**src/fsab_pkg.sv**
```systemverilog
package fsab_pkg;

	// ####################
	// bus geometry
	// ####################

	localparam int fsab_devices = 3;
	localparam int fsab_dev_w = 2;
	localparam int fsab_subdid_w = 4;
	localparam int fsab_addr_w = 8;
	localparam int fsab_data_w = 64;
	localparam int fsab_mask_w = fsab_data_w / 8;

	// beats per transaction, 1 to 4
	localparam int fsab_len_w = 3;
	localparam int fsab_max_len = 4;

	// ####################
	// buffering and credits
	// ####################

	// room for two full-length writes per device
	localparam int fsab_buf_depth = 2 * fsab_max_len;
	localparam int fsab_buf_ptr_w = $clog2(fsab_buf_depth);
	localparam int fsab_buf_credits = fsab_buf_depth / fsab_max_len;

	localparam int fsab_credit_w = 2;
	// one outstanding transaction at the memory
	localparam logic [fsab_credit_w-1:0] fsab_initial_credits = 1;

	typedef enum logic [1:0] {
		mode_read  = 2'd0,
		mode_write = 2'd1
	} fsab_mode_t;

	typedef struct packed {
		logic                     valid;
		fsab_mode_t               mode;
		logic [fsab_dev_w-1:0]    did;
		logic [fsab_subdid_w-1:0] subdid;
		logic [fsab_addr_w-1:0]   addr;
		logic [fsab_len_w-1:0]    len;
		logic [fsab_data_w-1:0]   data;
		logic [fsab_mask_w-1:0]   mask;
	} fsab_beat_t;

	typedef struct packed {
		logic                     valid;
		logic [fsab_dev_w-1:0]    did;
		logic [fsab_subdid_w-1:0] subdid;
		logic [fsab_data_w-1:0]   data;
	} fsab_rsp_t;

	typedef fsab_beat_t [fsab_devices-1:0] fsab_beat_vec_t;

	// bus beats taken by the transaction whose header is b
	// a read is just its header, a write carries len beats
	function automatic logic [fsab_len_w-1:0] fsab_beats(fsab_beat_t b);
		return (b.mode == mode_write) ? b.len : fsab_len_w'(1);
	endfunction

endpackage

```
**src/fsab_req_fifo.sv**
```systemverilog
module fsab_req_fifo (
	input  logic                 clk,
	input  logic                 rst_b,
	input  fsab_pkg::fsab_beat_t req_in,
	input  logic                 start,
	output fsab_pkg::fsab_beat_t beat_out,
	output logic                 pending,
	output logic                 active,
	output logic                 credit
);

	fsab_pkg::fsab_beat_t entries [fsab_pkg::fsab_buf_depth];

	logic [fsab_pkg::fsab_buf_ptr_w-1:0] wr_ptr;
	logic [fsab_pkg::fsab_buf_ptr_w-1:0] rd_ptr;

	// beats still to come in / go out for the transaction in flight
	logic [fsab_pkg::fsab_len_w-1:0] in_left;
	logic [fsab_pkg::fsab_len_w-1:0] out_left;

	// complete transactions sitting in the buffer, not yet started
	logic [fsab_pkg::fsab_credit_w-1:0] txn_count;
	logic                               in_done;

	fsab_pkg::fsab_beat_t head;

	// ####################
	// fill side
	// ####################

	// the last beat of a transaction arrives this cycle
	always_comb begin
		if (!req_in.valid)
			in_done = 1'b0;
		else if (in_left == '0)
			in_done = (fsab_pkg::fsab_beats(req_in) == 1);
		else
			in_done = (in_left == 1);
	end

	always_ff @(posedge clk) begin
		if (req_in.valid)
			entries[wr_ptr] <= req_in;
	end

	always_ff @(posedge clk or negedge rst_b) begin
		if (!rst_b) begin
			wr_ptr <= '0;
			in_left <= '0;
		end else if (req_in.valid) begin
			wr_ptr <= wr_ptr + 1'b1;
			// a header beat loads the remaining count
			if (in_left == '0)
				in_left <= fsab_pkg::fsab_beats(req_in) - 1'b1;
			else
				in_left <= in_left - 1'b1;
		end
	end

	// start never lands on a cycle that has nothing queued
	always_ff @(posedge clk or negedge rst_b) begin
		if (!rst_b) begin
			txn_count <= '0;
		end else begin
			case ({in_done, start})
				2'b10: txn_count <= txn_count + 1'b1;
				2'b01: txn_count <= txn_count - 1'b1;
				default: ;
			endcase
		end
	end

	assign pending = (txn_count != '0);

	// ####################
	// drain side
	// ####################

	assign head = entries[rd_ptr];
	// valid is qualified by active in the arbiter
	assign beat_out = head;

	always_ff @(posedge clk or negedge rst_b) begin
		if (!rst_b) begin
			rd_ptr <= '0;
			out_left <= '0;
			active <= 1'b0;
			credit <= 1'b0;
		end else begin
			// one credit back per transaction, right after its last beat
			credit <= active && (out_left == 1);
			if (start) begin
				active <= 1'b1;
				out_left <= fsab_pkg::fsab_beats(head);
			end else if (active) begin
				rd_ptr <= rd_ptr + 1'b1;
				out_left <= out_left - 1'b1;
				if (out_left == 1)
					active <= 1'b0;
			end
		end
	end

endmodule

```
**src/fsab_arbiter.sv**
```systemverilog
module fsab_arbiter (
	input  logic                                clk,
	input  logic                                rst_b,
	input  fsab_pkg::fsab_beat_vec_t            req_in,
	input  logic                                mem_credit,
	output logic [fsab_pkg::fsab_devices-1:0]   credits,
	output fsab_pkg::fsab_beat_t                bus_out
);

	// ####################
	// request buffers
	// ####################

	// each buffer flags pending once a whole transaction is stored
	// a start pulse hands it the bus until it drops active again

	fsab_pkg::fsab_beat_vec_t           fifo_beat;
	logic [fsab_pkg::fsab_devices-1:0]  pending;
	logic [fsab_pkg::fsab_devices-1:0]  active;
	logic [fsab_pkg::fsab_devices-1:0]  start;

	for (genvar i = 0; i < fsab_pkg::fsab_devices; i++) begin : g_fifo
		fsab_req_fifo u_fifo (
			.clk      (clk),
			.rst_b    (rst_b),
			.req_in   (req_in[i]),
			.start    (start[i]),
			.beat_out (fifo_beat[i]),
			.pending  (pending[i]),
			.active   (active[i]),
			.credit   (credits[i])
		);
	end

	// ####################
	// target credits
	// ####################

	logic [fsab_pkg::fsab_credit_w-1:0] target_credits;
	logic                               credit_avail;

	assign credit_avail = (target_credits != '0);

	always_ff @(posedge clk or negedge rst_b) begin
		if (!rst_b) begin
			target_credits <= fsab_pkg::fsab_initial_credits;
		end else begin
			case ({mem_credit, |start})
				2'b10: target_credits <= target_credits + 1'b1;
				2'b01: target_credits <= target_credits - 1'b1;
				default: ;
			endcase
		end
	end

	// ####################
	// device selection
	// ####################

	logic [fsab_pkg::fsab_dev_w-1:0] cur_dev;
	logic [fsab_pkg::fsab_dev_w-1:0] next_dev;
	logic                            new_sel;

	// highest-numbered pending buffer wins, no fairness
	always_comb begin
		next_dev = '0;
		for (int i = 0; i < fsab_pkg::fsab_devices; i++) begin
			if (pending[i])
				next_dev = i[fsab_pkg::fsab_dev_w-1:0];
		end
	end

	// free to pick again once the owner has let go
	assign new_sel = !active[cur_dev];

	always_ff @(posedge clk or negedge rst_b) begin
		if (!rst_b)
			cur_dev <= '0;
		else if (new_sel)
			cur_dev <= next_dev;
	end

	always_comb begin
		start = '0;
		start[next_dev] = new_sel && pending[next_dev] && credit_avail;
	end

	// ####################
	// output routing
	// ####################

	// stale entries still carry valid, so gate with active
	always_comb begin
		bus_out = fifo_beat[cur_dev];
		bus_out.valid = fifo_beat[cur_dev].valid & active[cur_dev];
	end

endmodule

```
**config.mk**
```make
export PLATFORM = sky130hd
export DESIGN_NAME = fsab_arbiter
export DESIGN_NICKNAME = d
export VERILOG_FILES = /design/src/fsab_pkg.sv /design/src/fsab_req_fifo.sv /design/src/fsab_arbiter.sv
export SDC_FILE = /design/constraint.sdc
export NUM_CORES = 2
export LEC_CHECK = 0
export BUFFER_PORTS_ARGS = -buffer_cell sky130_fd_sc_hd__buf_2
export CORE_MARGIN = 2
export CORE_UTILIZATION = 40
export CTS_CLUSTER_DIAMETER = 200
export DETAILED_ROUTE_END_ITERATION = 7
export HOLD_SLACK_MARGIN = 0.12
export PLACE_DENSITY = 0.59
export RECOVER_POWER = 100
export SYNTH_ARGS = -nofsm -noshare
export SYNTH_HDL_FRONTEND = slang
export SYNTH_SLANG_ARGS = --single-unit
```
**constraint.sdc**
```tcl
create_clock -name clk -period 9.45 [get_ports clk]
set_clock_uncertainty 0.1 [all_clocks]
set_input_delay 0.4725 -clock clk [delete_from_list [all_inputs] [get_ports clk]]
set_output_delay 0.4725 -clock clk [all_outputs]
set_load 0.02 [all_outputs]
```
---- After elaboration in Yosys (flattened, before gate mapping) ----
Memories as Yosys holds them, arrays and structs flattened.
Index checks and enable logic that the tools add are counted.
W data, S select, Z words.
word-level totals
  memories kept ........................... 3
  bits in registers ....................... 52
  word-level logic and storage cells ...... 155
  memory bits (writable) .................. 2208
  output and inout port bits .............. 95
operators by class
  eq/ne operators ......................... 23
  add/sub/neg operators ................... 23
  order comparisons ....................... 3
  multiplexer cells ....................... 50
  reductions and logical operators ........ 25
  bitwise operators ....................... 5
memories
  name                      words  bits a word  rd ports  clocked after Yosys merged registers in  write ports  RTL line             RTL
  g_fifo[0].u_fifo.entries  8      92           1         0                                        1            fsab_req_fifo.sv:12  fsab_pkg::fsab_beat_t entries [fsab_pkg::fsab_buf_depth];
  g_fifo[1].u_fifo.entries  8      92           1         0                                        1            fsab_req_fifo.sv:12
  g_fifo[2].u_fifo.entries  8      92           1         0                                        1            fsab_req_fifo.sv:12
operators with widths
  kind                   number
  $bmux W92 S2           1
  $mux W92               1
  $mux W3                15
  $eq A3 B1 Y1 const B   9
  $sub A3 B1 Y3 const B  9
  $mux W1                25
  $reduce_bool A2 Y1     11
  $eq A2 B1 Y1 const B   10
  $add A3 B1 Y3 const B  6
  $pmux W2 S2            4
  $logic_not A3 Y1       3
  $add A2 B1 Y2 const B  4
  $eq A2 B2 Y1 const B   4
  $sub A2 B1 Y2 const B  4
  $logic_and A1 B1 Y1    6
  $lt A2 B3 Y1 const B   2
  $reduce_and A2 Y1      3
  $bmux W1 S2            2
  $and A3 B3 Y3          1
  $not A1 Y1             3
  $reduce_or A3 Y1       1
  $demux W1 S2           1
  $ge A2 B1 Y1 const B   1
  $mux W2                1
  other kinds (2)        2

---- Depth between registers and ports, before layout ----
  depth in word-level cells ............... 11
  mapped depth ............................ 10
  depth with buffers taken out ............ 10

---- Modules after synthesis ----
A second synthesis with hierarchy kept.
second synthesis, totals
  cells, all modules ...................... 3830
  area total of the unflattened synthesis .. 87903.1 µm²
by module, submodules not included
  module                            seq. area each (µm²)  instances  cells an instance  area each (µm²)
  fsab_req_fifo (g_fifo[1].u_fifo)  22501.6               1          1159               28579.9
  fsab_req_fifo (g_fifo[0].u_fifo)  22501.6               1          1167               28488.6
  fsab_req_fifo (g_fifo[2].u_fifo)  22501.6               1          1166               28482.3
  fsab_arbiter                      101.3                 1          338                2352.3

---- Worst setup path before layout ----
OpenSTA, ideal clock, no wires.
  kind .................................... input-to-reg
  from .................................... input req_in[183] (netlist bit)
  to ...................................... memory g_fifo[1].u_fifo.entries[2][0] (netlist bit) (enable)
  stages on the path ...................... 3
  setup slack ............................. 1.534 ns
  setup time .............................. 0.655 ns
  required time ........................... 8.695 ns
  data arrival time ....................... 7.161 ns
  path through ............................ clkbuf_1 > nand2_1 > nor3_1
on the way
  word-level cells in the longest chain between the ends .. 2
ends and longest elaborated chain
  item                           RTL line             RTL
  start, declared                fsab_arbiter.sv:4    input fsab_pkg::fsab_beat_vec_t req_in,
  $mux W1                        fsab_req_fifo.sv:42  if (req_in.valid)
  $mux W1 (implied by the code)  fsab_req_fifo.sv:43  entries[wr_ptr] <= req_in;
  end, declared                  fsab_req_fifo.sv:12
No other way between the ends.

---- Worst setup path in the final report ----
  from .................................... input req_in[91] (netlist bit)
  to ...................................... memory g_fifo[0].u_fifo.entries[4][52] (netlist bit) (enable)
on the way
  word-level cells in the longest chain between the ends .. 2
ends and longest elaborated chain
  item                           RTL line
  $mux W1                        fsab_req_fifo.sv:42
  $mux W1 (implied by the code)  fsab_req_fifo.sv:43
  end, declared                  fsab_req_fifo.sv:12
No other way between the ends.

==> flow_summary.json <==
{
  "status": "finished with violations",
  "violations": "capacitance limit, slew limit",
  "fp.coreArea_um2": 214200,
  "end_kind": "register",
  "final-hold-violation-count": 0,
  "setup_ws_ns": 2.194,
  "routed_wirelength_mm": 232.5,
  "ys_types": 55,
  "grtUsageTotal_pct": 21.19,
  "p_sw_mw": 10.20,
  "drtAntennaViolNets": 0,
  "fillers": 17679,
  "crit_slowest_cell": "clkbuf_1",
  "fin_crit_ns": 7.256,
  "cp_top_family": "buffers and inverters",
  "yosysWarningCount": 0,
  "cts_hold_buf": 278,
  "yosysSeqAreaShare_pct": 78.54,
  "clk-insertion-delay-late_ns": 0.86,
  "cp_max_fo": 39,
  "grt_remaining_overflow": 0,
  "critPathMostFrequentCell": "clkbuf_1",
  "critPathMaxStageDelay_ns": 3.09,
  "min_delay_worst_endpoint": "target_credits[1]$_DFFE_PN0P_",
  "io_pins": 374,
  "grt_pass1_wl_mm": 326.9,
  "worst_ep_required_time_ns": 9.68,
  "vias": 42443,
  "cts_buffers": 225,
  "fin_crit_sh_pct": 76.79,
  "die_x_um": 467.9,
  "finalSetupViolCount": 0,
  "clock_path_buffers": 3,
  "fmax_mhz": 137.8,
  "hold_depth": 1,
  "critPathBufInv": 4,
  "fp.dieH_um": 467.9,
  "yosys_register_bits": 2260,
  "fin_area_um2": 100800,
  "wire_per_inst_um": 30.88,
  "grt_pass1_vias": 43358,
  "grt_max_degree": 140,
  "dp_hpwl_mm": 126.7,
  "via_per_inst": 5.636,
  "ys.flop_type": "edfxtp_1",
  "cts-resized-gates": 0,
  "tns_ns": 0,
  "leakagePower_nw": 31.26,
  "drt-initial-drc-count": 4019,
  "fp-row-count": 170,
  "drv_slew": 2439,
  "dr.pass1.iters": 5,
  "reg2reg_depth": 4,
  "tightest_slew_ns": 4.516,
  "final_nets": 4787,
  "pwr-share-comb_pct": 29.7,
  "crit-reg2reg-launch": "g_fifo[0].u_fifo.wr_ptr[0]$_DFFE_PN0P_",
  "start_util_pct": 40.19,
  "regArea_um2": 67620,
  "synth_edf_count": 2208,
  "final_core_util_pct": 47.05,
  "switching_share_pct": 32.31,
  "totalPowerFinal_mw": 31.58,
  "dieArea_um2": 218900,
  "reg2reg_slack_ns": 2.70,
  "dp.cells": 6810,
  "cap_violations": 69,
  "rsz0062_at_grt": "false",
  "synthArstFlopShare_pct": 2.301,
  "post-cts-setup-buffer-count": 0,
  "crit_type": "in -> reg",
  "powerDensity_nw_per_um2": 313.4,
  "min_from": "target_credits[1]$_DFFE_PN0P_",
  "max-vdd-ir-drop_mv": 0.2353,
  "multi_input_area_um2": 17460,
  "r2r-end": "g_fifo[0].u_fifo.entries[4][52]$_DFFE_PP_",
  "internal_power_mw": 21.38,
  "start_kind": "primary input",
  "drcViolationCount": 0,
  "antenna_found_initial": 59,
  "placed_cell_area_um2": 91590,
  "finalWeightedCongestion": 0.7638,
  "syn_avg_cell_area_um2": 23.23,
  "areaGrowthSynthToFinish_pct": 17.07,
  "max-slew-margin-rel_pct": -201.0,
  "instances_no_fill": 7531,
  "p_clk_share_pct": 27.8,
  "worst_hold_slack_ns": 0.3736,
  "drive_above_1_share_pct": 19.58,
  "postSynthCellCount": 3706,
  "root_buffer": "clkbuf_16",
  "clock-sinks": 2260,
  "clk_pin_slew_ns": 0.06,
  "worst-endpoint-arrival_ns": 7.49,
  "netlist_area_um2": 86080,
  "cts_tree": "yes",
  "syn_nets": 4016,
  "worstPathCellList": "dlygate4sd3_1 -> clkbuf_1 -> nand2b_1 -> nor2_1 -> clkbuf_1 -> clkbuf_1",
  "dp_slack_ns": 5.005,
  "power_frac_seq_pct": 42.5,
  "h-tree-depth": 4,
  "portBuffers": 373,
  "min_path_type": "reg -> reg"
}
## metal layers
metal,part of all wire (%),global-route usage [%],vias up
li1,-,-,17489
met1,40,28.20,22897
met2,50,35.41,1654
met3,7.6,4.697,353
met4,2.2,5.323,50
met5,0.12,0,-
## cell families after synthesis
kind of cell / share of synthesized area, %
AOI/OAI and AO/OA: 2.856
xor gates and xnor gates: 0.3358
adders and majority gates: 0.4506
buffers and inverters: 1.211
DFF: 78.54
muxes: 15.74
and+or+nand+nor: 0.8764
## cells in the final DEF, fill, tap and decap left out, drive strengths merged, types with 49 or more instances in the layout
master	instances
edfxtp	2208
clkinv	93
mux4	549
a22oi	174
nor2	49
clkbuf	732
dfrtp	51
mux2i	103
o211ai	93
dlygate4sd3	278
## power by group through the flow
stage	registers, mW	logic [mW]	clock network (mW)
floorplan	13.3	6.28	0
global placement	13.4	9.60	0
detailed placement	13.5	9.63	0
CTS	13.3	9.77	8.95
global route	13.6	9.96	9.36
finish	13.4	9.38	8.79
## cell type report
cell class                 count  area share [%]
clock buffer                 296           5.935
multi-input combinational   1213           17.32
timing repair buffer         743           4.659
clock inverter               123           1.273
antenna                       24         0.05959
sequential                  2260           67.10
inverter                      34          0.1266
tap                         2838           3.523
## registers in the layout (all words and copies together) (netlist names), 3 cells and up
signal	cells
g_fifo.u_fifo.wr_ptr	9
g_fifo.u_fifo.out_left	9
g_fifo.u_fifo.entries	2208
g_fifo.u_fifo.credit	3
g_fifo.u_fifo.txn_count	6
g_fifo.u_fifo.in_left	9
g_fifo.u_fifo.rd_ptr	9
g_fifo.u_fifo.active	3
## synth_stat cells (8+ instances only)
library cell	number	area (µm²)
a21oi_1	11	55.05
a22oi_1	174	1306
buf_1	23	86.33
buf_2	107	535.5
clkbuf_1	61	229.0
dfrtp_1	51	1276
edfxtp_1	2208	66300
ha_1	31	387.9
inv_1	33	123.9
mux2_2	12	135.1
mux2i_1	103	1031
mux4_2	549	12360
nand2_1	39	146.4
nand2b_1	13	81.33
nand3b_1	9	67.56
nor2_1	47	176.4
nor2b_1	9	56.30
nor3_1	9	45.04
o211ai_1	93	698.2
o21ai_0	15	75.07
o22ai_1	8	50.05
xnor2_1	15	131.4
xor2_1	18	157.7
## worst max path at each step
stage               depth (start not counted)  slack [ns]                                   endpoint                                    from
floorplan                                   3        1.53   g_fifo[1].u_fifo.entries[2][0]$_DFFE_PP_                             req_in[183]
global placement                            6        5.02                                bus_out[53]  g_fifo[1].u_fifo.rd_ptr[1]$_DFFE_PN0P_
detailed placement                          6        5.00                                bus_out[53]  g_fifo[1].u_fifo.rd_ptr[1]$_DFFE_PN0P_
CTS                                         6        4.03                                bus_out[53]  g_fifo[1].u_fifo.rd_ptr[1]$_DFFE_PN0P_
global route                                5        2.00                                bus_out[51]  g_fifo[0].u_fifo.rd_ptr[0]$_DFFE_PN0P_
finish                                      6        2.19  g_fifo[0].u_fifo.entries[4][52]$_DFFE_PP_                              req_in[91]
Note: power is estimated with default switching activity, not from simulation.
